<file path="config.mk">
export PLATFORM = sky130hd
export DESIGN_NAME = io_regs
export DESIGN_NICKNAME = d
export VERILOG_FILES = /design/src/logic/bus_pkg.sv /design/src/logic/io_regs.sv
export SDC_FILE = /design/constraint.sdc
export NUM_CORES = 1
export LEC_CHECK = 0
export ABC_AREA = 1
export BUFFER_PORTS_ARGS = -buffer_cell sky130_fd_sc_hd__buf_2
export CAP_MARGIN = 30
export CORE_AREA = 4 4 135 104
export DETAILED_ROUTE_END_ITERATION = 10
export DIE_AREA = 0 0 139 108
export PLACE_DENSITY_LB_ADDON = 0.1
export SKIP_LAST_GASP = 1
export SLEW_MARGIN = 10
export SYNTH_ARGS = -nofsm -noshare
export SYNTH_HDL_FRONTEND = slang
export SYNTH_SLANG_ARGS = --single-unit
</file>
<file path="constraint.sdc">
create_clock -name clk -period 3 [get_ports clk]
set_clock_uncertainty 0.05 [all_clocks]
set_input_delay 0.45 -clock clk [delete_from_list [all_inputs] [get_ports clk]]
set_output_delay 0.45 -clock clk [all_outputs]
set_load 0.005 [all_outputs]
</file>
<file path="src/logic/bus_pkg.sv">
`default_nettype none

package bus_pkg;

    // Upper address bits that select the I/O window
    localparam logic [19:0] IO_BASE_HI = 20'h40000;

    // Wishbone classic widths
    localparam int WB_ADR_W = 32;
    localparam int WB_DAT_W = 32;
    localparam int WB_SEL_W = WB_DAT_W / 8;

    // Register map of the I/O block, word index from adr[3:2]
    typedef enum logic [1:0] {
        IO_SCRATCH0 = 2'd0,
        IO_SCRATCH1 = 2'd1,
        IO_SCRATCH2 = 2'd2,
        IO_COUNT    = 2'd3  // Completed bus cycles, read only
    } io_reg_e;

endpackage

`default_nettype wire

</file>
<file path="src/logic/io_regs.sv">
`default_nettype none

module io_regs #(
    parameter int IO_WAIT = 1
) (
    input  logic                          clk,
    input  logic                          rst_n,
    input  logic                          wb_cyc_i,
    input  logic                          wb_stb_i,
    input  logic                          wb_we_i,
    input  logic [bus_pkg::WB_SEL_W-1:0]  wb_sel_i,
    input  logic [bus_pkg::WB_ADR_W-1:0]  wb_adr_i,
    input  logic [bus_pkg::WB_DAT_W-1:0]  wb_dat_i,
    output logic                          wb_ack_o,
    output logic [bus_pkg::WB_DAT_W-1:0]  wb_dat_o
);

    localparam int CNT_W = (IO_WAIT > 0) ? $clog2(IO_WAIT + 1) : 1;

    logic [CNT_W-1:0]             wait_cnt;
    logic [bus_pkg::WB_DAT_W-1:0] scratch [3];
    logic [bus_pkg::WB_DAT_W-1:0] access_cnt;
    bus_pkg::io_reg_e             reg_idx;
    logic                         req;
    logic                         fire;

    assign reg_idx = bus_pkg::io_reg_e'(wb_adr_i[3:2]);
    assign req     = wb_cyc_i && wb_stb_i && !wb_ack_o;
    assign fire    = req && (wait_cnt == CNT_W'(IO_WAIT)); // Last wait state done

    always_ff @(posedge clk or negedge rst_n) begin
        if (!rst_n) begin
            wb_ack_o   <= 1'b0;
            wait_cnt   <= '0;
            access_cnt <= '0;
            for (int i = 0; i < 3; i++) begin
                scratch[i] <= '0;
            end
        end else begin
            wb_ack_o <= fire;
            if (fire) begin
                wait_cnt <= '0;
            end else if (req) begin
                wait_cnt <= wait_cnt + 1'b1;
            end
            if (wb_ack_o) begin
                access_cnt <= access_cnt + 1'b1; // One more finished cycle
            end
            // Byte-lane writes, IO_COUNT ignores them
            for (int i = 0; i < 3; i++) begin
                for (int b = 0; b < bus_pkg::WB_SEL_W; b++) begin
                    if (fire && wb_we_i && reg_idx == bus_pkg::io_reg_e'(i) && wb_sel_i[b]) begin
                        scratch[i][8*b +: 8] <= wb_dat_i[8*b +: 8];
                    end
                end
            end
        end
    end

    // Read data latched together with ack
    always_ff @(posedge clk) begin
        if (fire && !wb_we_i) begin
            case (reg_idx)
                bus_pkg::IO_SCRATCH0: wb_dat_o <= scratch[0];
                bus_pkg::IO_SCRATCH1: wb_dat_o <= scratch[1];
                bus_pkg::IO_SCRATCH2: wb_dat_o <= scratch[2];
                default:              wb_dat_o <= access_cnt;
            endcase
        end
    end

endmodule

`default_nettype wire

</file>
==> key figures <==
Outcome
  – Result of the run: completed

Clock tree
  – Count of cells resized by post-cts repair: 0
  – CTS tree: built
  – TritonCTS buffer count: 17
  – Clock Pin Slew Worst Setup and Hold Paths: 60 ps
  – Later-pin clock latency in the skew report: 420 ps
  – Root buffer cell: clkbuf_16
  – Total clock sinks: 162
  – Number of post-CTS setup repair buffers: 0
  – CTS H-tree depth: 4
  – Maximum buffer depth of the clock tree: 2

Floorplan
  – Number of ports placed on the die boundary: 106
  – Count of standard-cell rows: 36
  – Std-Cell Core Area: 0.0128 mm2
  – Total die area: 0.0150 mm2
  – Starting density of the core: 55.8%
  – Chip Height: 108 um
  – Die boundary width: 139 um

Setup path
  – Crit-path max FO: 16
  – CP required: 3240 ps
  – R2R setup slack: 860 ps
  – Type of element launching the critical path: flop
  – Arrival time worst endpoint: 2380 ps
  – Path type of the worst setup path: flop to flop
  – Kind of end point of the critical path: flop

Synth
  – Netlist Area Pre-Place: 0.00713 mm2
  – Synthesized net count: 833
  – Synth cell count leaders: nand2_1, dfrtp_1, o21ai_1
  – Number of distinct library cells after synthesis: 25
  – Sequential element share of the synthesized area: 59.1%
  – Synth Warn #: 0
  – Mean instance size in the synthesized netlist: 9.40 um2
  – Number of flops mapped to enable cells by yosys: 32
  – Dominant cell type by area after synthesis: dfrtp_1
  – Portion of synthesized cell area occupied by the leading cell type: 45.6%
  – Top area cells in the synthesized netlist: dfrtp_1, nand2_1, edfxtp_1
  – Synth async-reset ratio: 80.2%
  – Dominant synthesized flop cell: dfrtp_1
  – Most frequent cell after synthesis: nand2_1
  – Number of standard cells after synthesis: 759
  – Synth Register Bits: 162

Layout
  – Post-route core utilization: 64.4%
  – Total area of multi-input combinational cells: 0.00251 mm2
  – Layout Cells excl Fill: 1025
  – Antenna diode count: 0
  – NumNets Final: 915
  – Storage cell area: 0.00421 mm2
  – Final Instance Area: 0.00824 mm2
  – Fraction of layout cells with a size suffix above 1: 16.2%
  – Final-layout fill cell count: 1091
  – Area growth from synthesis to final layout: 15.5%

Routing
  – Drc violations: 0
  – Vias/cell: 5.34
  – Wire per inst: 15.8 um
  – Count of routing violations after the opening detailed-route iteration: 343
  – Vias post-DR: 5474
  – Total routed wirelength: 16.2 mm
  – First-pass iteration count of the detailed router: 5
  – Antenna-violating nets left: 0

Placed design
  – Placed cell area: 0.00764 mm2
  – Estimated wirelength of the detail-placed design: 11.2 mm
  – Placed instance count: 992
  – Routability cong.: 0.865
  – Worst slack, placed: 837 ps
  – Number of buffers inserted by port buffering: 75

STA
  – RSZ-0062 raised after global routing: no
  – Setup_tns: 0 ps
  – Final hold viol count: 0
  – Slack of the critical path: 858 ps
  – Period Utilization, post-route: 71.4%
  – Final Critical Period: 2140 ps
  – Transition time of the tightest slew-check pin: 645 ps
  – F_max: 467 MHz
  – Worst rel slew slack: 56.9%
  – Final setup violation count: 0
  – Final Slew Violations: 0

Global route
  – First-pass GRT wire length: 27.3 mm
  – Aggregate global-route resource usage: 23.0%
  – Via count of the first global-routing pass: 5332
  – Pin count of the biggest net entering global routing: 42
  – Antenna violations before repair: 0
  – Congestion Overflow GR: 0

Run
  – Max-cap viol count: 0

Power and ir drop
  – Peak VDD IR: 0.437 mV
  – Pwr/cell area: 663 mW/mm2
  – Leakage power: 3.80 nW

Worst hold path
  – Worst min-delay path category: primary input to flop
## path summary, 6_finish.rpt
kind | startpoint | end | cells after the start
max in group asynchronous | rst_n | scratch[93]$_DFFE_PN0P_ | 3
hold reg to reg | access_cnt[31]$_DFFE_PN0P_ | access_cnt[31]$_DFFE_PN0P_ | 2
setup reg to reg | wb_ack_o$_DFF_PN0_ | scratch[20]$_DFFE_PN0P_ | 6
min in group asynchronous | rst_n | scratch[82]$_DFFE_PN0P_ | 2
hold / removal | wb_dat_i[11] | scratch[11]$_DFFE_PN0P_ | 3
setup / recovery | wb_ack_o$_DFF_PN0_ | scratch[20]$_DFFE_PN0P_ | 6
## cell type report
type | count | share of cell area (%)
sequential | 162 | 51.2
multi-input combinational | 513 | 30.5
timing repair buffer | 88 | 5.95
clock buffer | 24 | 5.85
inverter | 59 | 2.69
tap | 171 | 2.60
clock inverter | 8 | 1.25
## report_power, final
part,switching [W],internal (W)
sequential,0.000176,0.00257
clock,0.000844,0.00129
combinational,0.000339,0.000238
total,0.00136,0.00410
## cell families (layout without fill, tap and decap cells)
family          count (synthesis)  in the layout  share of synthesized area, %
xor+xnor                       22             22                          2.70
flops                         162            162                          59.1
fa+ha+maj                       1              1                         0.175
simple gates                  391            391                          25.1
compound gates                 99             99                          7.11
buf+inv                        84            179                          5.79
## sequential cells by signal, summed over array words and instances, names as in the netlist
register and count:
wb_dat_o 32, scratch 96, wait_cnt 1, wb_ack_o 1, access_cnt 32
## what timing repair did
action,in CTS,in global routing
endpoints found under the hold margin,38,0
setup endpoints to repair,0,0
hold buffers,1,0
## stage by stage
step | hold slack [ps] | power [W]
after floorplan | 104 | 0.00313
after global placement | 421 | 0.00332
after detailed placement | 425 | 0.00336
after CTS | 234 | 0.00551
after global routing | 247 | 0.00572
final | 253 | 0.00546
## cell usage in the layout, fill, tap and decap left out, types with 18 or more instances in the layout
cell type	netlist	final
buf_2	5	74
nand2_1	275	275
edfxtp_1	32	32
nand4_1	37	37
nand3_1	21	21
xor2_1	18	18
inv_1	58	58
dfrtp_1	130	130
o21ai_1	96	96
nor2_1	28	27
## worst max-delay path, cell delays in order, from the launching register on
cell     delay, ps
dfrtp_1        480
nor2_2         180
nand2_2        140
nor2_4         460
nand3_2        440
nand2_1        170
o21ai_1         90
## metal layers
layer	track usage, %	vias up	share of wire [%]
met5	0	-	0
met4	8.17	0	1.7
met3	5.57	20	5.9
met2	32.7	171	43
met1	34.8	2619	49
li1	-	2664	-
Note: power is estimated with default switching activity, not from simulation.
