--- src/logic/bus_pkg.sv ---
`default_nettype none

package bus_pkg;

    // Upper address bits that select the I/O window
    localparam logic [19:0] IO_BASE_HI = 20'h40000;

    // Wishbone classic widths
    localparam int WB_ADR_W = 32;
    localparam int WB_DAT_W = 32;
    localparam int WB_SEL_W = WB_DAT_W / 8;

    // Register map of the I/O block, word index from adr[3:2]
    typedef enum logic [1:0] {
        IO_SCRATCH0 = 2'd0,
        IO_SCRATCH1 = 2'd1,
        IO_SCRATCH2 = 2'd2,
        IO_COUNT    = 2'd3  // Completed bus cycles, read only
    } io_reg_e;

endpackage

`default_nettype wire

--- src/logic/wb_bridge.sv ---
`default_nettype none

module wb_bridge (
    input  logic                          clk,
    input  logic                          rst_n,
    input  logic                          req_i,
    input  logic                          we_i,
    input  logic [bus_pkg::WB_SEL_W-1:0]  sel_i,
    input  logic [bus_pkg::WB_ADR_W-1:0]  adr_i,
    input  logic [bus_pkg::WB_DAT_W-1:0]  wdata_i,
    input  logic                          wb_ack_i,
    input  logic [bus_pkg::WB_DAT_W-1:0]  wb_dat_i,
    output logic                          wb_cyc_o,
    output logic                          wb_stb_o,
    output logic                          wb_we_o,
    output logic [bus_pkg::WB_SEL_W-1:0]  wb_sel_o,
    output logic [bus_pkg::WB_ADR_W-1:0]  wb_adr_o,
    output logic [bus_pkg::WB_DAT_W-1:0]  wb_dat_o,
    output logic [bus_pkg::WB_DAT_W-1:0]  rdata_o,
    output logic                          done_o,
    output logic                          stall_o
);

    typedef enum logic {
        IDLE,
        BUSY
    } state_e;

    state_e state;

    assign done_o  = (state == BUSY) && wb_ack_i;
    assign stall_o = req_i && !done_o; // Drops in the ack cycle so the access can retire

    always_ff @(posedge clk or negedge rst_n) begin
        if (!rst_n) begin
            state    <= IDLE;
            wb_cyc_o <= 1'b0;
            wb_stb_o <= 1'b0;
        end else if (state == IDLE && req_i) begin
            state    <= BUSY;
            wb_cyc_o <= 1'b1;
            wb_stb_o <= 1'b1;
        end else if (done_o) begin
            state    <= IDLE;
            wb_cyc_o <= 1'b0;
            wb_stb_o <= 1'b0;
        end
    end

    // Cycle payload, held until ack
    always_ff @(posedge clk) begin
        if (state == IDLE && req_i) begin
            wb_we_o  <= we_i;
            wb_sel_o <= sel_i;
            wb_adr_o <= adr_i;
            wb_dat_o <= wdata_i;
        end
        if (done_o && !wb_we_o) begin
            rdata_o <= wb_dat_i; // Read word for the writeback side
        end
    end

endmodule

`default_nettype wire

--- config.mk ---
export PLATFORM = sky130hd
export DESIGN_NAME = wb_bridge
export DESIGN_NICKNAME = d
export VERILOG_FILES = /design/src/logic/bus_pkg.sv /design/src/logic/wb_bridge.sv
export SDC_FILE = /design/constraint.sdc
export NUM_CORES = 1
export LEC_CHECK = 0
export BUFFER_PORTS_ARGS = -buffer_cell sky130_fd_sc_hd__buf_2
export CAP_MARGIN = 0
export CORE_MARGIN = 2
export CORE_UTILIZATION = 40
export CTS_BUF_LIST = sky130_fd_sc_hd__clkbuf_2
export DETAILED_ROUTE_END_ITERATION = 8
export PLACE_DENSITY = 0.77
export RECOVER_POWER = 100
export SLEW_MARGIN = 20
export SYNTH_ARGS = -nofsm -noshare
export SYNTH_HDL_FRONTEND = slang
export SYNTH_SLANG_ARGS = --single-unit
export TNS_END_PERCENT = 50
--- constraint.sdc ---
create_clock -name clk -period 3.6 [get_ports clk]
set_clock_uncertainty 0.05 [all_clocks]
set_input_delay 0.72 -clock clk [delete_from_list [all_inputs] [get_ports clk]]
set_output_delay 0.72 -clock clk [all_outputs]
set_load 0.03 [all_outputs]
==> impl_metrics.ini, run 1 <==
[outcome]
status = finished, violations left
violations = capacitance limit, slew limit

[grt]
globalRouteTotalUtil_pct = 16.7
grt_start_max_net_pins = 33
grt_pass1_wl_um = 10100
overflow = 0
grt_pass1_vias = 2039
antenna_found_initial = 0

[placed_design]
hpwlAfterDp_um = 5600
dp.cells = 422
gp_congestion = 0.708
dpl_cell_area_um2 = 4290
dp_slack_ns = 1.44
portBuffers = 209

[timing]
min_period_ns = 2.72
period_share_pct = 75.4
max_clock_freq_mhz = 368
worst_pin_slew_ns = 1.58
fin_ws_ns = 0.885
setup-violations-final = 0
slew_headroom_pct = -5.28
rsz0062_at_grt = false
finalSetupTns_ns = 0
hold_viol = 0
timing.hold.ws_ns = 0.263
final_max_slew_viol_count = 33

[layout]
drive_gt1_share_pct = 35.1
final_nets = 437
fin_area_um2 = 4250
area_growth_pct = 37.1
final_cells = 438
antennaDiodeCount = 0
post-route-util_pct = 55.9

[synthesis]
postSynthCellCount = 109
synth.area.top_cells = edfxtp_1 98%, dfrtp_1 0.81%, and2b_2 0.28%, buf_4 0.24%, o21a_1 0.24%
synth_top_area_share_pct = 97.8
synth.distinct_cells = 9
syn-cell-area_um2 = 3100
seq_area_frac_synth_pct = 98.6
ys_warn_count = 0
syn_area_per_cell_um2 = 28.5
synth_top_area_cell = edfxtp_1
synth_fp_nets = 214
ys_seq_elements = 102

[setup_path]
worst_setup_path_start_kind = register
r2r.worst_path.cells = 2
worstPathArrival_ns = 2.87
critPathKind = reg2reg
slowest_delay_ns = 0.93
cp.required_ns = 3.75
end_kind = register
regToRegSetupSlack_ns = 0.88
r2r_end = wb_dat_o[6]
reg2reg_from = wb_stb_o
cp_cell_sequence = and2b_1 -> clkbuf_1
critPathCapture = wb_dat_o[6]
crit_slowest_cell = and2b_1
critPathMaxFanout = 28
startpoint = wb_stb_o

[route]
wl_per_cell_um = 16.1
vias = 1889
antenna_left = 0
drt_iter0_markers = 35
via_per_inst = 4.31
dr.pass1.iters = 4
route.detailed.drc = 0
routed_wl_um = 7040

[hold_path]
hp-class = in2reg
min_from = adr_i[25]

[clock_network]
worstSkewPairLatency_ns = 0.54
path_clk_slew_ns = 0.28
numCtsBuffers = 9
h-tree-depth = 3
ctsResizeCount = 0
root_buffer = clkbuf_2
clock_tree.buffer_depth = 2
cts_tree = done
cts.sinks = 102

[floorplanning]
num_rows = 32
die_h_um = 92.1
start_util_pct = 40.8
io_pins = 210
fp.coreArea_um2 = 7610
die_x_um = 92.1
dieArea_um2 = 8480

[power]
p_leak_nw = 1.57
powerDensity_nw_per_um2 = 514
power.total_mw = 2.19
peakVddDrop_uv = 343

[run]
drv_cap = 1
-- worst min path at each step --
stage,slack [ns],endpoint,depth (start not counted)
6_report,0.26,wb_adr_o[25],1
5_1_grt,0.18,wb_dat_o[11],1
3_3_place_gp,0.45,wb_stb_o,1
2_1_floorplan,0.37,wb_stb_o,0
3_5_place_dp,0.45,wb_stb_o,1
4_1_cts,0.21,wb_dat_o[11],1
-- cell usage after synthesis (all sizes together) --
master / count
nand2: 1
and2b: 1
buf: 1
dfrtp: 1
nor2: 1
o21a: 1
inv: 1
edfxtp: 101
and2: 1
-- repair_timing --
item	in CTS	in global routing
hold buffers	1	0
setup endpoints to repair	0	0
setup buffers	0	0
hold endpoints to repair	1	0
-- layout make-up --
class / count / area (µm²)
well taps: 102 / 128
flip-flops and latches: 102 / 3060
fillers: 675 / 3350
repair buffers: 213 / 933
inverters: 1 / 3.75
multi-input cells: 5 / 31.3
clock buffers: 9 / 45.0
clock inverters: 6 / 53.8
-- cells in the final DEF, fill, tap and decap left out --
master,count
clkbuf_1,110
buf_2,102
edfxtp_1,101
clkbuf_2,9
inv_6,2
clkinv_4,2
nand2_1,1
inv_1,1
nor2_2,1
and2_1,1
and2b_1,1
o21a_1,1
clkinvlp_4,1
inv_8,1
dlygate4sd3_1,1
dfrtp_1,1
-- worst max-delay path, delay by kind of cell, from the launching register on --
| kind | cells | cell delay, ns |
|---|---|---|
| simple gates | 1 | 0.93 |
| buf+inv | 1 | 0.91 |
| flops | 1 | 0.48 |
-- state kept, by name, summed over array words and instances (netlist names) --
name / cells
wb_adr_o: 32
wb_dat_o: 32
wb_we_o: 1
wb_sel_o: 4
wb_stb_o: 1
rdata_o: 32
-- report_power, final --
part           switching, mW  total [mW]  internal (mW)
clock network          0.381       0.482          0.101
registers             0.0185        1.41           1.40
logic                  0.221       0.290         0.0688
total                  0.621        2.19           1.56
-- layer usage --
metal / GRT usage, % / part of all wire, % / vias up
li1: - / - / 882
met1: 15.6 / 33 / 862
met2: 28.4 / 51 / 128
met3: 9.86 / 13 / 17
met4: 8.71 / 2.7 / 0
met5: 0 / 0 / -
-- cells by family (layout without fill, tap and decap cells) --
group | after synthesis | after routing | synth area share (%)
DFF | 102 | 102 | 98.6
and+or+nand+nor | 4 | 4 | 0.807
AOI/OAI and AO/OA | 1 | 1 | 0.242
buffers and inverters | 2 | 229 | 0.363
No activity file was read; power rests on OpenSTA's default activity.
==> run 2, diff against run 1 <==
Settings changed: ABC_AREA set to 1, PLACE_DENSITY 0.77 to 0.78.
Clock period 3.6 ns to 2.64 ns, I/O delays scaled along.
==> impl_metrics.ini, run 2 <==
[grt]
globalRouteTotalUtil_pct = 14.7
antenna_found_initial = 0
grt_pass1_wl_um = 9090
grt_pass1_vias = 1926
grt_start_max_net_pins = 70
overflow = 0

[synthesis]
ys_warn_count = 0
ys_seq_elements = 102
synth_top_area_share_pct = 97.9
synth-edff-count = 101
syn-cell-area_um2 = 3100
synth_common_cells = 101 x edfxtp_1, 5 x nor2_1
synth_top_area_cell = edfxtp_1
synth_fp_nets = 216
seq_area_frac_synth_pct = 98.7
synth-main-ff-cell = edfxtp_1
synth_most_common_cell = edfxtp_1
synthArstFlopShare_pct = 0.980
synth.area.top_cells = edfxtp_1 98%, dfrtp_1 0.81%, nor2_1 0.61%, buf_4 0.24%, nand2_2 0.20%
postSynthCellCount = 111
synth.distinct_cells = 7
syn_area_per_cell_um2 = 27.9

[timing]
finalSetupTns_ns = 0
setup-violations-final = 0
period_share_pct = 83.3
max_clock_freq_mhz = 455
rsz0062_at_grt = false
hold_viol = 0
slew_headroom_pct = -1.23
worst_pin_slew_ns = 1.52
timing.hold.ws_ns = 0.0973
final_max_slew_viol_count = 70
min_period_ns = 2.20

[layout]
fin_area_um2 = 4270
final_nets = 438
reg_top3 = rdata_o: 32 flops, wb_adr_o: 32 flops, wb_dat_o: 32 flops
area_growth_pct = 37.8
final_cell_mix = 108 x clkbuf_1, 102 x buf_2, 101 x edfxtp_1, 11 x clkbuf_2, 3 x nor2_1
post-route-util_pct = 56.1
final_cells = 440
layout_commonest_cell = clkbuf_1
antennaDiodeCount = 0
drive_gt1_share_pct = 35.8

[setup_path]
critPathMaxFanout = 69
cp_num_buf_inv = 1
worst_setup_path_start_kind = register
slowest_delay_ns = 1.13
cp_cell_sequence = nor2_4 -> buf_2
critPathKind = reg2reg
end_kind = register
crit_slowest_cell = buf_2
crit_family = buffers and inverters
cp.required_ns = 2.73
worstPathArrival_ns = 2.29

[clock_network]
clock_tree.buffer_depth = 2
root_buffer = clkbuf_2
worstSkewPairLatency_ns = 0.50
cts.sinks = 102
path_clk_slew_ns = 0.26
ctsResizeCount = 0
h-tree-depth = 3
cts_setup_buffers = 0
holdBufCountCts = 1
cts_tree = done
numCtsBuffers = 9

[power]
power_frac_clock_pct = 22.8
seqPwrFrac_pct = 64.1
power_switching_mw = 0.796
peakVddDrop_uv = 365
switching_share_pct = 26.4
p_comb_share_pct = 13.1
powerDensity_nw_per_um2 = 705
p_int_mw = 2.21
p_leak_nw = 1.58

[route]
dr.pass1.iters = 4
vias = 1882
antenna_left = 0
wl_per_cell_um = 14.6
routed_wl_um = 6430
drt_iter0_markers = 43
via_per_inst = 4.28
route.detailed.drc = 0

[outcome]
status = finished, violations left
violations = capacitance limit, slew limit

[placed_design]
dp.cells = 423
hpwlAfterDp_um = 4810
portBuffers = 209
gp_congestion = 0.721
dpl_cell_area_um2 = 4300

[floorplanning]
die_h_um = 92.0
die_x_um = 92.0
num_rows = 32
io_pins = 210
start_util_pct = 40.7
dieArea_um2 = 8460
fp.coreArea_um2 = 7610

[run]
drv_cap = 1

[hold_path]
hp-class = in2reg
## run 2: cell count changes in the layout (fill, tap and decap cells not counted), moves of 2 or more
cell      change
nor2_1        +3
clkbuf_1      -2
clkbuf_2      +2
inv_6         -2
## run 2: final cells by class
class	count	area, µm²
timing repair buffer	212	931
multi-input combinational	6	32.5
tap	102	128
clock inverter	6	62.6
inverter	2	7.51
clock buffer	10	50.0
fill	655	3340
sequential	102	3060
## run 2: worst paths after layout
kind | from | endpoint | slack (ns) | depth (start not counted)
worst max-delay path | wb_stb_o | wb_adr_o[14] | 0.44 | 2
worst min-delay path | wdata_i[13] | wb_dat_o[13] | 0.1 | 1
worst max register to register | wb_stb_o | wb_adr_o[14] | 0.44 | 2
worst min register to register | wb_stb_o | wb_stb_o | 0.64 | 2
max in group asynchronous | rst_n | wb_stb_o | 2.21 | 2
min in group asynchronous | rst_n | wb_stb_o | 0.25 | 2
## run 2: power by group through the flow
stage	Sequential (mW)	Clock, mW	Combinational (mW)
after floorplan	2.15	0	0.0576
after global placement	1.96	0	0.425
after detailed placement	1.96	0	0.432
after CTS	1.93	0.723	0.433
after global routing	1.94	0.777	0.418
final	1.93	0.685	0.395
## run 2: kinds of logic after synthesis
| kind of cell | count (synthesis) | synth area share, % |
|---|---|---|
| buffers and inverters | 3 | 0.485 |
| flip-flops | 102 | 98.7 |
| AND/OR/NAND/NOR | 6 | 0.808 |
## run 2: metal layers
layer	GRT usage (%)	wire, µm	vias to the layer above
met4	7.59	99	0
met1	15.8	2390	848
met3	6.41	798	9
met2	24.7	3140	143
met5	0	0	-
li1	-	-	882
## run 2: per-stage QoR
step	power [mW]	setup slack, ns
finish	3.01	0.440
floorplan	2.21	0.0988
detailed placement	2.39	1.05
global placement	2.38	1.06
global route	3.14	0.281
CTS	3.08	0.537
