`src/logic/mem_pkg.sv`:
```
`default_nettype none

package mem_pkg;

    // Data path width of the pipeline and of one memory word
    localparam int XLEN = 32;

    // Bytes per memory word, one bank each
    localparam int BANK_CNT = XLEN / 8;

    // Access type of a load or store
    // Encoded like funct3 of the RV32I load and store opcodes
    typedef enum logic [2:0] {
        MEM_BYTE  = 3'b000, // LB and SB
        MEM_HALF  = 3'b001, // LH and SH
        MEM_WORD  = 3'b010, // LW and SW
        MEM_UBYTE = 3'b100, // LBU
        MEM_UHALF = 3'b101  // LHU
    } mem_type_e;

endpackage

`default_nettype wire
```
`src/logic/load_align.sv`:
```
`default_nettype none

module load_align (
    input  logic                     clk,
    input  logic                     rst_n,
    input  logic                     accept_i,
    input  mem_pkg::mem_type_e       mem_type_i,
    input  logic [1:0]               offset_i,
    input  logic [mem_pkg::XLEN-1:0] raw_i,
    output logic [mem_pkg::XLEN-1:0] load_data_o,
    output logic                     load_valid_o
);

    mem_pkg::mem_type_e       type_q;
    logic [1:0]               offset_q;
    logic [mem_pkg::XLEN-1:0] shifted;

    always_ff @(posedge clk or negedge rst_n) begin
        if (!rst_n) begin
            load_valid_o <= 1'b0;
        end else begin
            load_valid_o <= accept_i; // Data follows one cycle after acceptance
        end
    end

    always_ff @(posedge clk) begin
        if (accept_i) begin
            type_q   <= mem_type_i;
            offset_q <= offset_i;
        end
    end

    assign shifted = raw_i >> {offset_q, 3'b000};

    // Sign or zero extension
    always_comb begin
        case (type_q)
            mem_pkg::MEM_BYTE:  load_data_o = {{24{shifted[7]}}, shifted[7:0]};
            mem_pkg::MEM_UBYTE: load_data_o = {24'h000000, shifted[7:0]};
            mem_pkg::MEM_HALF:  load_data_o = {{16{shifted[15]}}, shifted[15:0]};
            mem_pkg::MEM_UHALF: load_data_o = {16'h0000, shifted[15:0]};
            default:            load_data_o = raw_i;
        endcase
    end

endmodule

`default_nettype wire

```
`config.mk`:
```
export PLATFORM = sky130hd
export DESIGN_NAME = load_align
export DESIGN_NICKNAME = d
export VERILOG_FILES = /design/src/logic/mem_pkg.sv /design/src/logic/load_align.sv
export SDC_FILE = /design/constraint.sdc
export NUM_CORES = 1
export LEC_CHECK = 0
export BUFFER_PORTS_ARGS = -buffer_cell sky130_fd_sc_hd__buf_2
export CORE_MARGIN = 2
export CORE_UTILIZATION = 35
export DETAILED_ROUTE_END_ITERATION = 7
export GPL_ROUTABILITY_DRIVEN = 0
export GPL_TIMING_DRIVEN = 1
export HOLD_SLACK_MARGIN = 0.06
export PLACE_DENSITY_LB_ADDON = 0.15
export SLEW_MARGIN = 40
export SYNTH_ARGS = -nofsm -noshare
export SYNTH_HDL_FRONTEND = slang
export SYNTH_SLANG_ARGS = --single-unit
```
`constraint.sdc`:
```
create_clock -name clk -period 1.85 [get_ports clk]
set_input_delay 0.37 -clock clk [delete_from_list [all_inputs] [get_ports clk]]
set_output_delay 0.37 -clock clk [all_outputs]
set_load 0.05 [all_outputs]
```
==> results.txt, run 1 <==
port bufs - 72
CP Max Fanout - 5
Distinct cells, synth - 29
CTS tree - yes
failing checks - setup timing
hold_ws - 284.2 ps
Max Cap Viol - 0
setup total negative slack - -15340 ps
Remaining DRCs - 0
Max Clock Freq - 417.0 MHz
max-slew violation count - 0
worst path buffer plus inverter count - 3
crit-path cells - mux4_2 > buf_6 > a21oi_4 > buf_12 > o31ai_4 > buf_6
CP Class - flop to output port
Synth Net Count - 157
die area - 0.002965 mm²
sequential share of the synthesized area - 0.1966
H-tree depth - 1
antenna-violating nets left - 0
Tcrit/Tclk final - 1.296
vias after detailed routing - 1555
CP endpoint kind - output port
Layout area overhead - 161.2%
Routed WL per cell - 24.44 µm
ant diodes - 0
CTS buffer count - 3
Non-Filler Instances - 252
CP max stage delay - 590 ps
Die Wd - 54.45 µm
IO Count - 73
core footprint - 0.002455 mm²
DR pass1 iterations - 4
placed cell count - 235
crit path launch type - flop
worst min-delay path category - primary input to flop
drt first-iter violations - 69
Post-DP HPWL - 2827 µm
Comb power frac - 0.797
Final setup viols - 32
internal power - 748.4 µW
CP required - 1480 ps
DR vias/cell - 6.171
largest net degree at the start of global routing - 21
layout cell share with drive strength beyond 1 - 0.7703
Max VDD drop - 0.7093 mV
Root Buffer - clkbuf_4
worst hold stages - 1
slack of the critical path - -548.3 ps
Rows - 18
vias in the first global route - 1514
switching pwr - 812.0 µW
WP depth - 6
yosys warns - 0
initial antenna violation count - 0
final net count - 263
P_leak - 1.045 nW
final hold viol count - 0
Switching Fraction - 0.5204
Worst path slowest cell - mux4_2
initial core utilization - 0.3629
Final Critical Period - 2398 ps
Post-Syn Instances - 117
Core Util, Final - 0.9480
post-synthesis instance area - 890.9 µm²
Worst slew margin - 0.7670
Syn Area/Cell - 7.614 µm²
maximum clock path buffer count - 2
sequential power share - 0.108
crit path DAT - 2030 ps
P per Cell Area - 670.5 mW/mm²
Global Route Usage Sum - 0.3521
clk sinks - 6
RSZ-0062 raised after global routing - yes
CP delay by family, top - multiplexers
clock-pin slew on the worst setup and hold paths - 60 ps
Worst-Margin Slew - 349.5 ps
Die Span Y - 54.45 µm
final wirelength - 6160 µm
flops & latches, synth - 6
clock share of power - 0.095
most used cell, CP - buf_6
gr ovfl total - 0
first-pass GRT wire length - 7224 µm
status - finished, violations left
placed cells by master, fill, tap and decap left out, types with 2 or more instances in the layout:
master / netlist / final
buf_12: 0 / 2
nand2_1: 34 / 31
a221oi_2: 1 / 3
o21ai_2: 0 / 4
a22oi_2: 0 / 4
mux2i_1: 5 / 3
mux2i_2: 0 / 2
buf_4: 0 / 19
nand2_4: 0 / 2
buf_2: 1 / 40
buf_8: 0 / 7
o21ai_4: 0 / 17
o31ai_4: 0 / 7
buf_6: 4 / 41
mux2_4: 0 / 4
edfxtp_1: 5 / 5
inv_1: 4 / 3
clkbuf_4: 0 / 3
per-stage QoR:
| step | total power [mW] | setup WS (ps) | instance area, µm² |
|---|---|---|---|
| floorplan | 0.8476 | -232.5 | 1236 |
| global placement | 1.073 | -272.3 | 1792 |
| detailed placement | 1.091 | -298.1 | 1792 |
| CTS | 1.464 | -482.0 | 2278 |
| global route | 1.612 | -638.5 | 2327 |
| finish | 1.560 | -548.3 | 2327 |
Yosys cell counts:
master	count	area share
o221a_2	1	0.013
a22o_1	2	0.020
buf_1	1	0.0042
o21ai_0	18	0.10
nand3b_1	1	0.0084
o311ai_0	1	0.0098
a2bb2oi_1	2	0.020
buf_6	4	0.051
mux2_2	5	0.063
o21bai_1	1	0.0084
a22oi_1	4	0.034
nor2b_1	2	0.014
o2bb2ai_1	1	0.0098
dfrtp_1	1	0.028
o211ai_4	1	0.024
edfxtp_1	5	0.17
buf_2	1	0.0056
mux4_2	1	0.025
a221oi_2	1	0.017
a221oi_1	4	0.039
nand2_1	34	0.14
o211a_1	1	0.011
o21ai_1	3	0.017
mux2i_1	5	0.056
inv_1	4	0.017
o31ai_1	7	0.059
nand4_1	1	0.0070
clkbuf_1	4	0.017
a21oi_2	1	0.0098
power groups by stage:
stage | clock, mW | combinational, mW | sequential (mW)
2_1_floorplan | 0 | 0.676 | 0.171
6_report | 0.148 | 1.24 | 0.168
3_5_place_dp | 0 | 0.921 | 0.170
5_1_grt | 0.162 | 1.28 | 0.168
4_1_cts | 0.141 | 1.16 | 0.165
3_3_place_gp | 0 | 0.904 | 0.169
cell families (layout without fill, tap and decap cells):
kind of cell,count (synthesis),after routing,share of synthesized area
flip-flops,6,6,0.1966
buffers and inverters,14,119,0.09408
multiplexers,11,11,0.1447
AO/OA/AOI/OAI,48,48,0.3919
AND/OR/NAND/NOR,38,38,0.1728
flip-flops by register name, indices dropped and copies added (netlist names):
name and flops:
type_q 3, offset_q 2, load_valid_o 1
layout make-up:
| cell class | count | area, µm² |
|---|---|---|
| Tap cell | 30 | 37.54 |
| Fill cell | 63 | 127.6 |
| Inverter | 4 | 18.77 |
| Multi-Input combinational cell | 97 | 1082 |
| Timing Repair Buffer | 111 | 987.2 |
| Clock buffer | 4 | 26.28 |
| Sequential cell | 6 | 175.2 |
final timing paths:
check / from / to
worst max-delay path: offset_q[0] / load_data_o[12]
worst min-delay path: mem_type_i[0] / type_q[0]
max in group asynchronous: rst_n / load_valid_o
min in group asynchronous: rst_n / load_valid_o
routing by layer:
| layer | global-route usage | part of all wire | up-vias |
|---|---|---|---|
| li1 | - | - | 652 |
| met1 | 0.3715 | 0.35 | 728 |
| met2 | 0.6566 | 0.51 | 134 |
| met3 | 0.05191 | 0.073 | 41 |
| met4 | 0.2000 | 0.069 | 0 |
| met5 | 0 | 0 | - |
repair_timing:
item | in CTS | in global routing
endpoints found under the setup margin | 32 | 32
setup buffers | 12 | 2
gates resized for setup | 95 | 21
hold endpoints to repair | 1 | 0
hold buffers | 1 | 0
gates cloned | 2 | 0
pin swaps | 17 | 21
(Power assumes the default switching activity.)
==> run 2, diff against run 1 <==
--- a/config.mk
+++ b/config.mk
@@ -7,7 +7,7 @@
 export LEC_CHECK = 0
 export BUFFER_PORTS_ARGS = -buffer_cell sky130_fd_sc_hd__buf_2
 export CORE_MARGIN = 2
-export CORE_UTILIZATION = 35
+export CORE_UTILIZATION = 42
 export DETAILED_ROUTE_END_ITERATION = 7
 export GPL_ROUTABILITY_DRIVEN = 0
 export GPL_TIMING_DRIVEN = 1
==> constraint.sdc (replaced) <==
create_clock -name clk -period 3 [get_ports clk]
set_input_delay 0.3 -clock clk [delete_from_list [all_inputs] [get_ports clk]]
set_output_delay 0.3 -clock clk [all_outputs]
set_load 0.05 [all_outputs]
==> run 2 against run 1 <==
Net effect:
- die area is 15% lower
- combinational power shrank 67%
- critical path type unchanged
- sequential power is 36% lower
- first-iteration DRC count shrank 54%
- non-clock buffer count is 34 lower
- wire length down 58%
- clock power decreased by 49%
- count of clock-buffer cells in the layout unchanged
- sequential share of layout area is 6.1 points higher
- the flow now finishes without violations
- global-route usage decreased by 14 points
- worst setup slack better by 900 ps
- total power is 62% lower
==> results.txt, run 2 (same netlist as run 1, synthesis figures left out) <==
first element of the critical path - offset_q[0]
gr ovfl total - 0 (unchanged)
Fill cells - 184 (+190%)
Die Span Y - 50.06 µm (-8.1%)
Die Wd - 50.06 µm (-8.1%)
CTS tree - yes
core footprint - 0.001982 mm² (-19%)
final wirelength - 2582 µm (-58%)
Final Critical Period - 2645 ps
post-route cell area - 0.001282 mm² (-45%)
Post-DP HPWL - 2110 µm (-25%)
DR vias/cell - 5.381 (-13%)
max-slew violation count - 0 (unchanged)
leading cell types in the layout, fill and taps excluded - 72 x buf_2, 34 x nand2_1, 18 x o21ai_0, 7 x o31ai_1
Routed WL per cell - 12.01 µm (-51%)
P_leak - 0.6621 nW (-37%)
antenna-violating nets left - 0 (unchanged)
CP Max Fanout - 16 (+11)
Largest regs - type_q x3, offset_q x2, load_valid_o x1
initial antenna violation count - 0 (unchanged)
Max Cap Viol - 0 (unchanged)
CP required - 2700 ps (+1220 ps)
Worst slew margin - 0.5721 (-0.1949)
drt first-iter violations - 32 (-54%)
H-tree depth - 1 (unchanged)
CP Class - flop to output port
final hold viol count - 0 (unchanged)
setup total negative slack - 0 ps (+15340 ps)
Top reg by flops - type_q
Max Clock Freq - 378.1 MHz
CP max stage delay - 670 ps (+80 ps)
Layout area overhead - 43.96%
WP depth - 5 (-1)
P per Cell Area - 458.9 mW/mm² (-32%)
vias after detailed routing - 1157 (-26%)
ant diodes - 0 (unchanged)
maximum clock path buffer count - 2 (unchanged)
CP delay by family, top - buffers and inverters
DR pass1 iterations - 4 (unchanged)
initial core utilization - 0.4495 (+0.08660)
clock-pin slew on the worst setup and hold paths - 50 ps (about the same)
first-pass GRT wire length - 4257 µm (-41%)
total power - 588.5 µW (-62%)
Root Buffer - clkbuf_4
Tcrit/Tclk final - 0.8817
RSZ-0062 raised after global routing - no
clk sinks - 6 (unchanged)
die area - 0.002506 mm² (-15%)
Hold Crit Start - mem_type_i[1]
worst min-delay path category - primary input to flop
port bufs - 72 (unchanged)
status - completed
Max VDD drop - 0.3968 mV (-44%)
worst hold stages - 1 (unchanged)
crit path launch type - flop
IO Count - 73 (unchanged)
Final setup viols - 0 (-100%)
post-place instance area - 0.001246 mm² (-30%)
crit-path cells - inv_1 > a221oi_2 > buf_4 > o21ai_0 > buf_2
vias in the first global route - 962 (-36%)
CTS buffer count - 3 (unchanged)
largest net degree at the start of global routing - 26 (+24%)
Rows - 16 (-2)
Global Route Usage Sum - 0.2136 (-0.1386)
Worst path slowest cell - edfxtp_1
layout cell share with drive strength beyond 1 - 0.4734 (-0.2969)
Remaining DRCs - 0 (unchanged)
crit path DAT - 2350 ps (+320 ps)
worst path buffer plus inverter count - 3 (unchanged)
CP endpoint kind - output port
Largest register FFs - 3 (unchanged)
Worst-Margin Slew - 641.8 ps (+292.3 ps)
Core Util, Final - 0.6471 (-0.3009)
final net count - 229 (-13%)
commonest non-fill, non-tap cell in the layout - buf_2
-- run 2: cell count changes in the layout (fill, tap and decap cells not counted), moves of 15 or more --
| cell | delta |
|---|---|
| buf_2 | +32 |
| buf_6 | -41 |
| o21ai_4 | -17 |
| o21ai_0 | +18 |
| buf_4 | -15 |
-- run 2: cell type report --
cell class                      instances  area (µm²)  share of cell area
Clock buffer                            4       26.28             0.02049
Multi-Input combinational cell         97       631.9              0.4927
Sequential cell                         6       175.2              0.1366
Tap cell                               27       33.78             0.02634
Inverter                                4       15.01             0.01171
Timing Repair Buffer                   77       400.4              0.3122
-- run 2: layer usage --
layer,vias up,global-route usage,share of wire
li1,583,-,-
met1,507,0.2903,0.43
met2,65,0.3553,0.47
met3,2,0.03030,0.092
met4,0,0.04630,0.0089
met5,-,0,0
-- run 2: path summary, 6_finish.rpt --
check / end / slack, ps
worst max-delay path: load_data_o[31] / 350
worst min-delay path: type_q[1] / 240
max in group asynchronous: load_valid_o / 2530
min in group asynchronous: load_valid_o / 380
-- run 2: metrics by stage --
stage / setup slack [ps] / hold slack (ps) / cells
after floorplan: 478.6 / 4.409 / 117
after global placement: 516.3 / 75.05 / 209
after detailed placement: 612.9 / 78.25 / 210
after CTS: 365.9 / 235.6 / 215
after global routing: 144.8 / 233.7 / 215
final: 355.0 / 239.7 / 215
-- run 2: power by group --
| part | leakage, nW | switching, mW | internal, mW |
|---|---|---|---|
| sequential | 0.0606 | 0.00871 | 0.0979 |
| combinational | 0.586 | 0.296 | 0.110 |
| clock | 0.0150 | 0.0251 | 0.0501 |
-- run 2: repair_timing --
| action | in CTS | in global routing |
|---|---|---|
| buffers inserted | 0 | 0 |
| hold buffers | 1 | 0 |
| gates resized for setup | 0 | 0 |
| endpoints found under the hold margin | 1 | 0 |
==> run 3, diff against run 2 <==
--- a/config.mk
+++ b/config.mk
@@ -5,10 +5,10 @@
 export SDC_FILE = /design/constraint.sdc
 export NUM_CORES = 1
 export LEC_CHECK = 0
-export BUFFER_PORTS_ARGS = -buffer_cell sky130_fd_sc_hd__buf_2
 export CORE_MARGIN = 2
-export CORE_UTILIZATION = 42
+export CORE_UTILIZATION = 60
 export DETAILED_ROUTE_END_ITERATION = 7
+export DONT_BUFFER_PORTS = 1
 export GPL_ROUTABILITY_DRIVEN = 0
 export GPL_TIMING_DRIVEN = 1
 export HOLD_SLACK_MARGIN = 0.06
==> run 3 against run 2 <==
Net effect:
- highest routed layer unchanged
- flip-flop and latch count unchanged
- design area is 10% lower
- clock power increased by 3.3%
- global-route usage grew 8.4 points
- maximum frequency is 2.5% lower
- via count down 8.6%
- core utilization grew 21 points
- critical path type unchanged
==> results.txt, run 3 (same netlist as run 1, synthesis figures left out) <==
first-pass GRT wire length - 4250 µm (-0.16%)
leading cell types in the layout, fill and taps excluded - 34 x nand2_1, 31 x buf_4, 15 x o21ai_1, 7 x o31ai_2, 6 x o21ai_0
Top reg by flops - type_q
initial antenna violation count - 0 (unchanged)
CTS tree - yes
clock-pin slew on the worst setup and hold paths - 40 ps (about the same)
CP max stage delay - 770 ps (+100 ps)
IO Count - 73 (unchanged)
final wirelength - 2648 µm (+2.6%)
RSZ-0062 raised after global routing - no
CP Class - flop to output port
antenna-violating nets left - 0 (unchanged)
CP delay by family, top - flip-flops
DR pass1 iterations - 4 (unchanged)
Worst path slowest cell - edfxtp_1
Post-DP HPWL - 2083 µm (-1.3%)
commonest non-fill, non-tap cell in the layout - nand2_1
Critical Path Sink - load_data_o[24]
most used cell, CP - buf_4
largest net degree at the start of global routing - 25 (-3.8%)
Non-Filler Instances - 158 (-27%)
Root Buffer - clkbuf_4
P per Cell Area - 520.3 mW/mm² (+13%)
Remaining DRCs - 0 (unchanged)
Die Span Y - 42.53 µm (-15%)
Max VDD drop - 0.5195 mV (+31%)
layout cell share with drive strength beyond 1 - 0.3636 (-0.1098)
worst path buffer plus inverter count - 2 (-1)
CP endpoint kind - output port
placed cell count - 153 (-27%)
port bufs - 0 (-100%)
core footprint - 0.001350 mm² (-32%)
ant diodes - 0 (unchanged)
H-tree depth - 1 (unchanged)
post-route cell area - 0.001152 mm² (-10%)
P_leak - 0.5125 nW (-23%)
final net count - 184 (-20%)
post-place instance area - 0.001116 mm² (-10%)
CP Max Fanout - 15 (-1)
Die Wd - 42.53 µm (-15%)
Layout area overhead - 29.35%
die area - 0.001809 mm² (-28%)
CP required - 2700 ps (about the same)
Largest register FFs - 3 (unchanged)
first element of the critical path - offset_q[1]
vias in the first global route - 1021 (+6.1%)
Routed WL per cell - 16.76 µm (+40%)
DR vias/cell - 6.690 (+24%)
maximum clock path buffer count - 2 (unchanged)
Max Clock Freq - 368.7 MHz (-2.5%)
initial core utilization - 0.6599 (+0.2104)
Final setup viols - 0 (unchanged)
Worst-Margin Slew - 665.7 ps (+23.85 ps)
Final Critical Period - 2712 ps (+67.45 ps)
crit path launch type - flop
Largest regs - type_q x3, offset_q x2, load_valid_o x1
crit-path cells - mux2_2 > a221oi_2 > buf_4 > o21ai_0 > buf_4
CTS buffer count - 3 (unchanged)
Resize count post-CTS - 0 (unchanged)
clk sinks - 6 (unchanged)
total power - 599.5 µW (+1.9%)
max-slew violation count - 0 (unchanged)
WP depth - 5 (unchanged)
vias after detailed routing - 1057 (-8.6%)
crit path DAT - 2410 ps (+60 ps)
Rows - 13 (-3)
Global Route Usage Sum - 0.2980 (+0.08448)
drt first-iter violations - 37 (+16%)
status - completed
Tcrit/Tclk final - 0.9042 (+0.02248)
Max Cap Viol - 0 (unchanged)
setup total negative slack - 0 ps (unchanged)
worst min-delay path category - primary input to flop
final hold viol count - 0 (unchanged)
gr ovfl total - 0 (unchanged)
Worst slew margin - 0.5562 (-0.01590)
hold_ws - 93.53 ps (-146.2 ps)
## run 3: changes by cell type in the layout (fill, tap and decap cells not counted)
cell and change:
buf_2 -72, o21ai_0 -12, o311ai_1 -1, o21ai_1 +12, o311ai_2 +1, o31ai_1 -7, buf_4 +27, o31ai_2 +7
## run 3: cell type report
cell class / instances / area [µm²]
Clock buffer: 4 / 26.28
Fill cell: 77 / 197.7
Inverter: 4 / 15.01
Multi-Input combinational cell: 97 / 674.4
Sequential cell: 6 / 175.2
Tap cell: 15 / 18.77
Timing Repair Buffer: 32 / 242.7
## run 3: layer usage
metal,track usage,wire [µm],vias to the layer above
met5,0,0,-
met3,0.08190,353,2
met2,0.5354,1408,87
met4,0.1250,5,0
met1,0.3236,881,477
li1,-,-,491
## run 3: repair_timing
action | CTS | global route
endpoints found under the hold margin | 1 | 0
buffers inserted | 0 | 0
hold buffers | 1 | 0
## run 3: worst min-delay path by stage
stage	from	to	slack (ps)	depth (start not counted)
after CTS	accept_i	load_valid_o	80	0
final	accept_i	load_valid_o	90	0
after global routing	accept_i	load_valid_o	80	0
after detailed placement	rst_n	load_valid_o	4	0
after floorplan	rst_n	load_valid_o	4	0
after global placement	rst_n	load_valid_o	4	0
## run 3: power by group
| group | switching [mW] | internal [mW] | total (mW) |
|---|---|---|---|
| sequential | 0.0213 | 0.0981 | 0.119 |
| clock | 0.0276 | 0.0503 | 0.0778 |
| combinational | 0.282 | 0.120 | 0.402 |
## run 3: metrics by stage
step,worst slack [ps],utilization
2_1_floorplan,478.6,-
3_3_place_gp,643.3,0.8267
3_5_place_dp,579.1,0.8267
4_1_cts,320.3,0.8536
5_1_grt,152.6,0.8536
6_report,287.5,0.8536
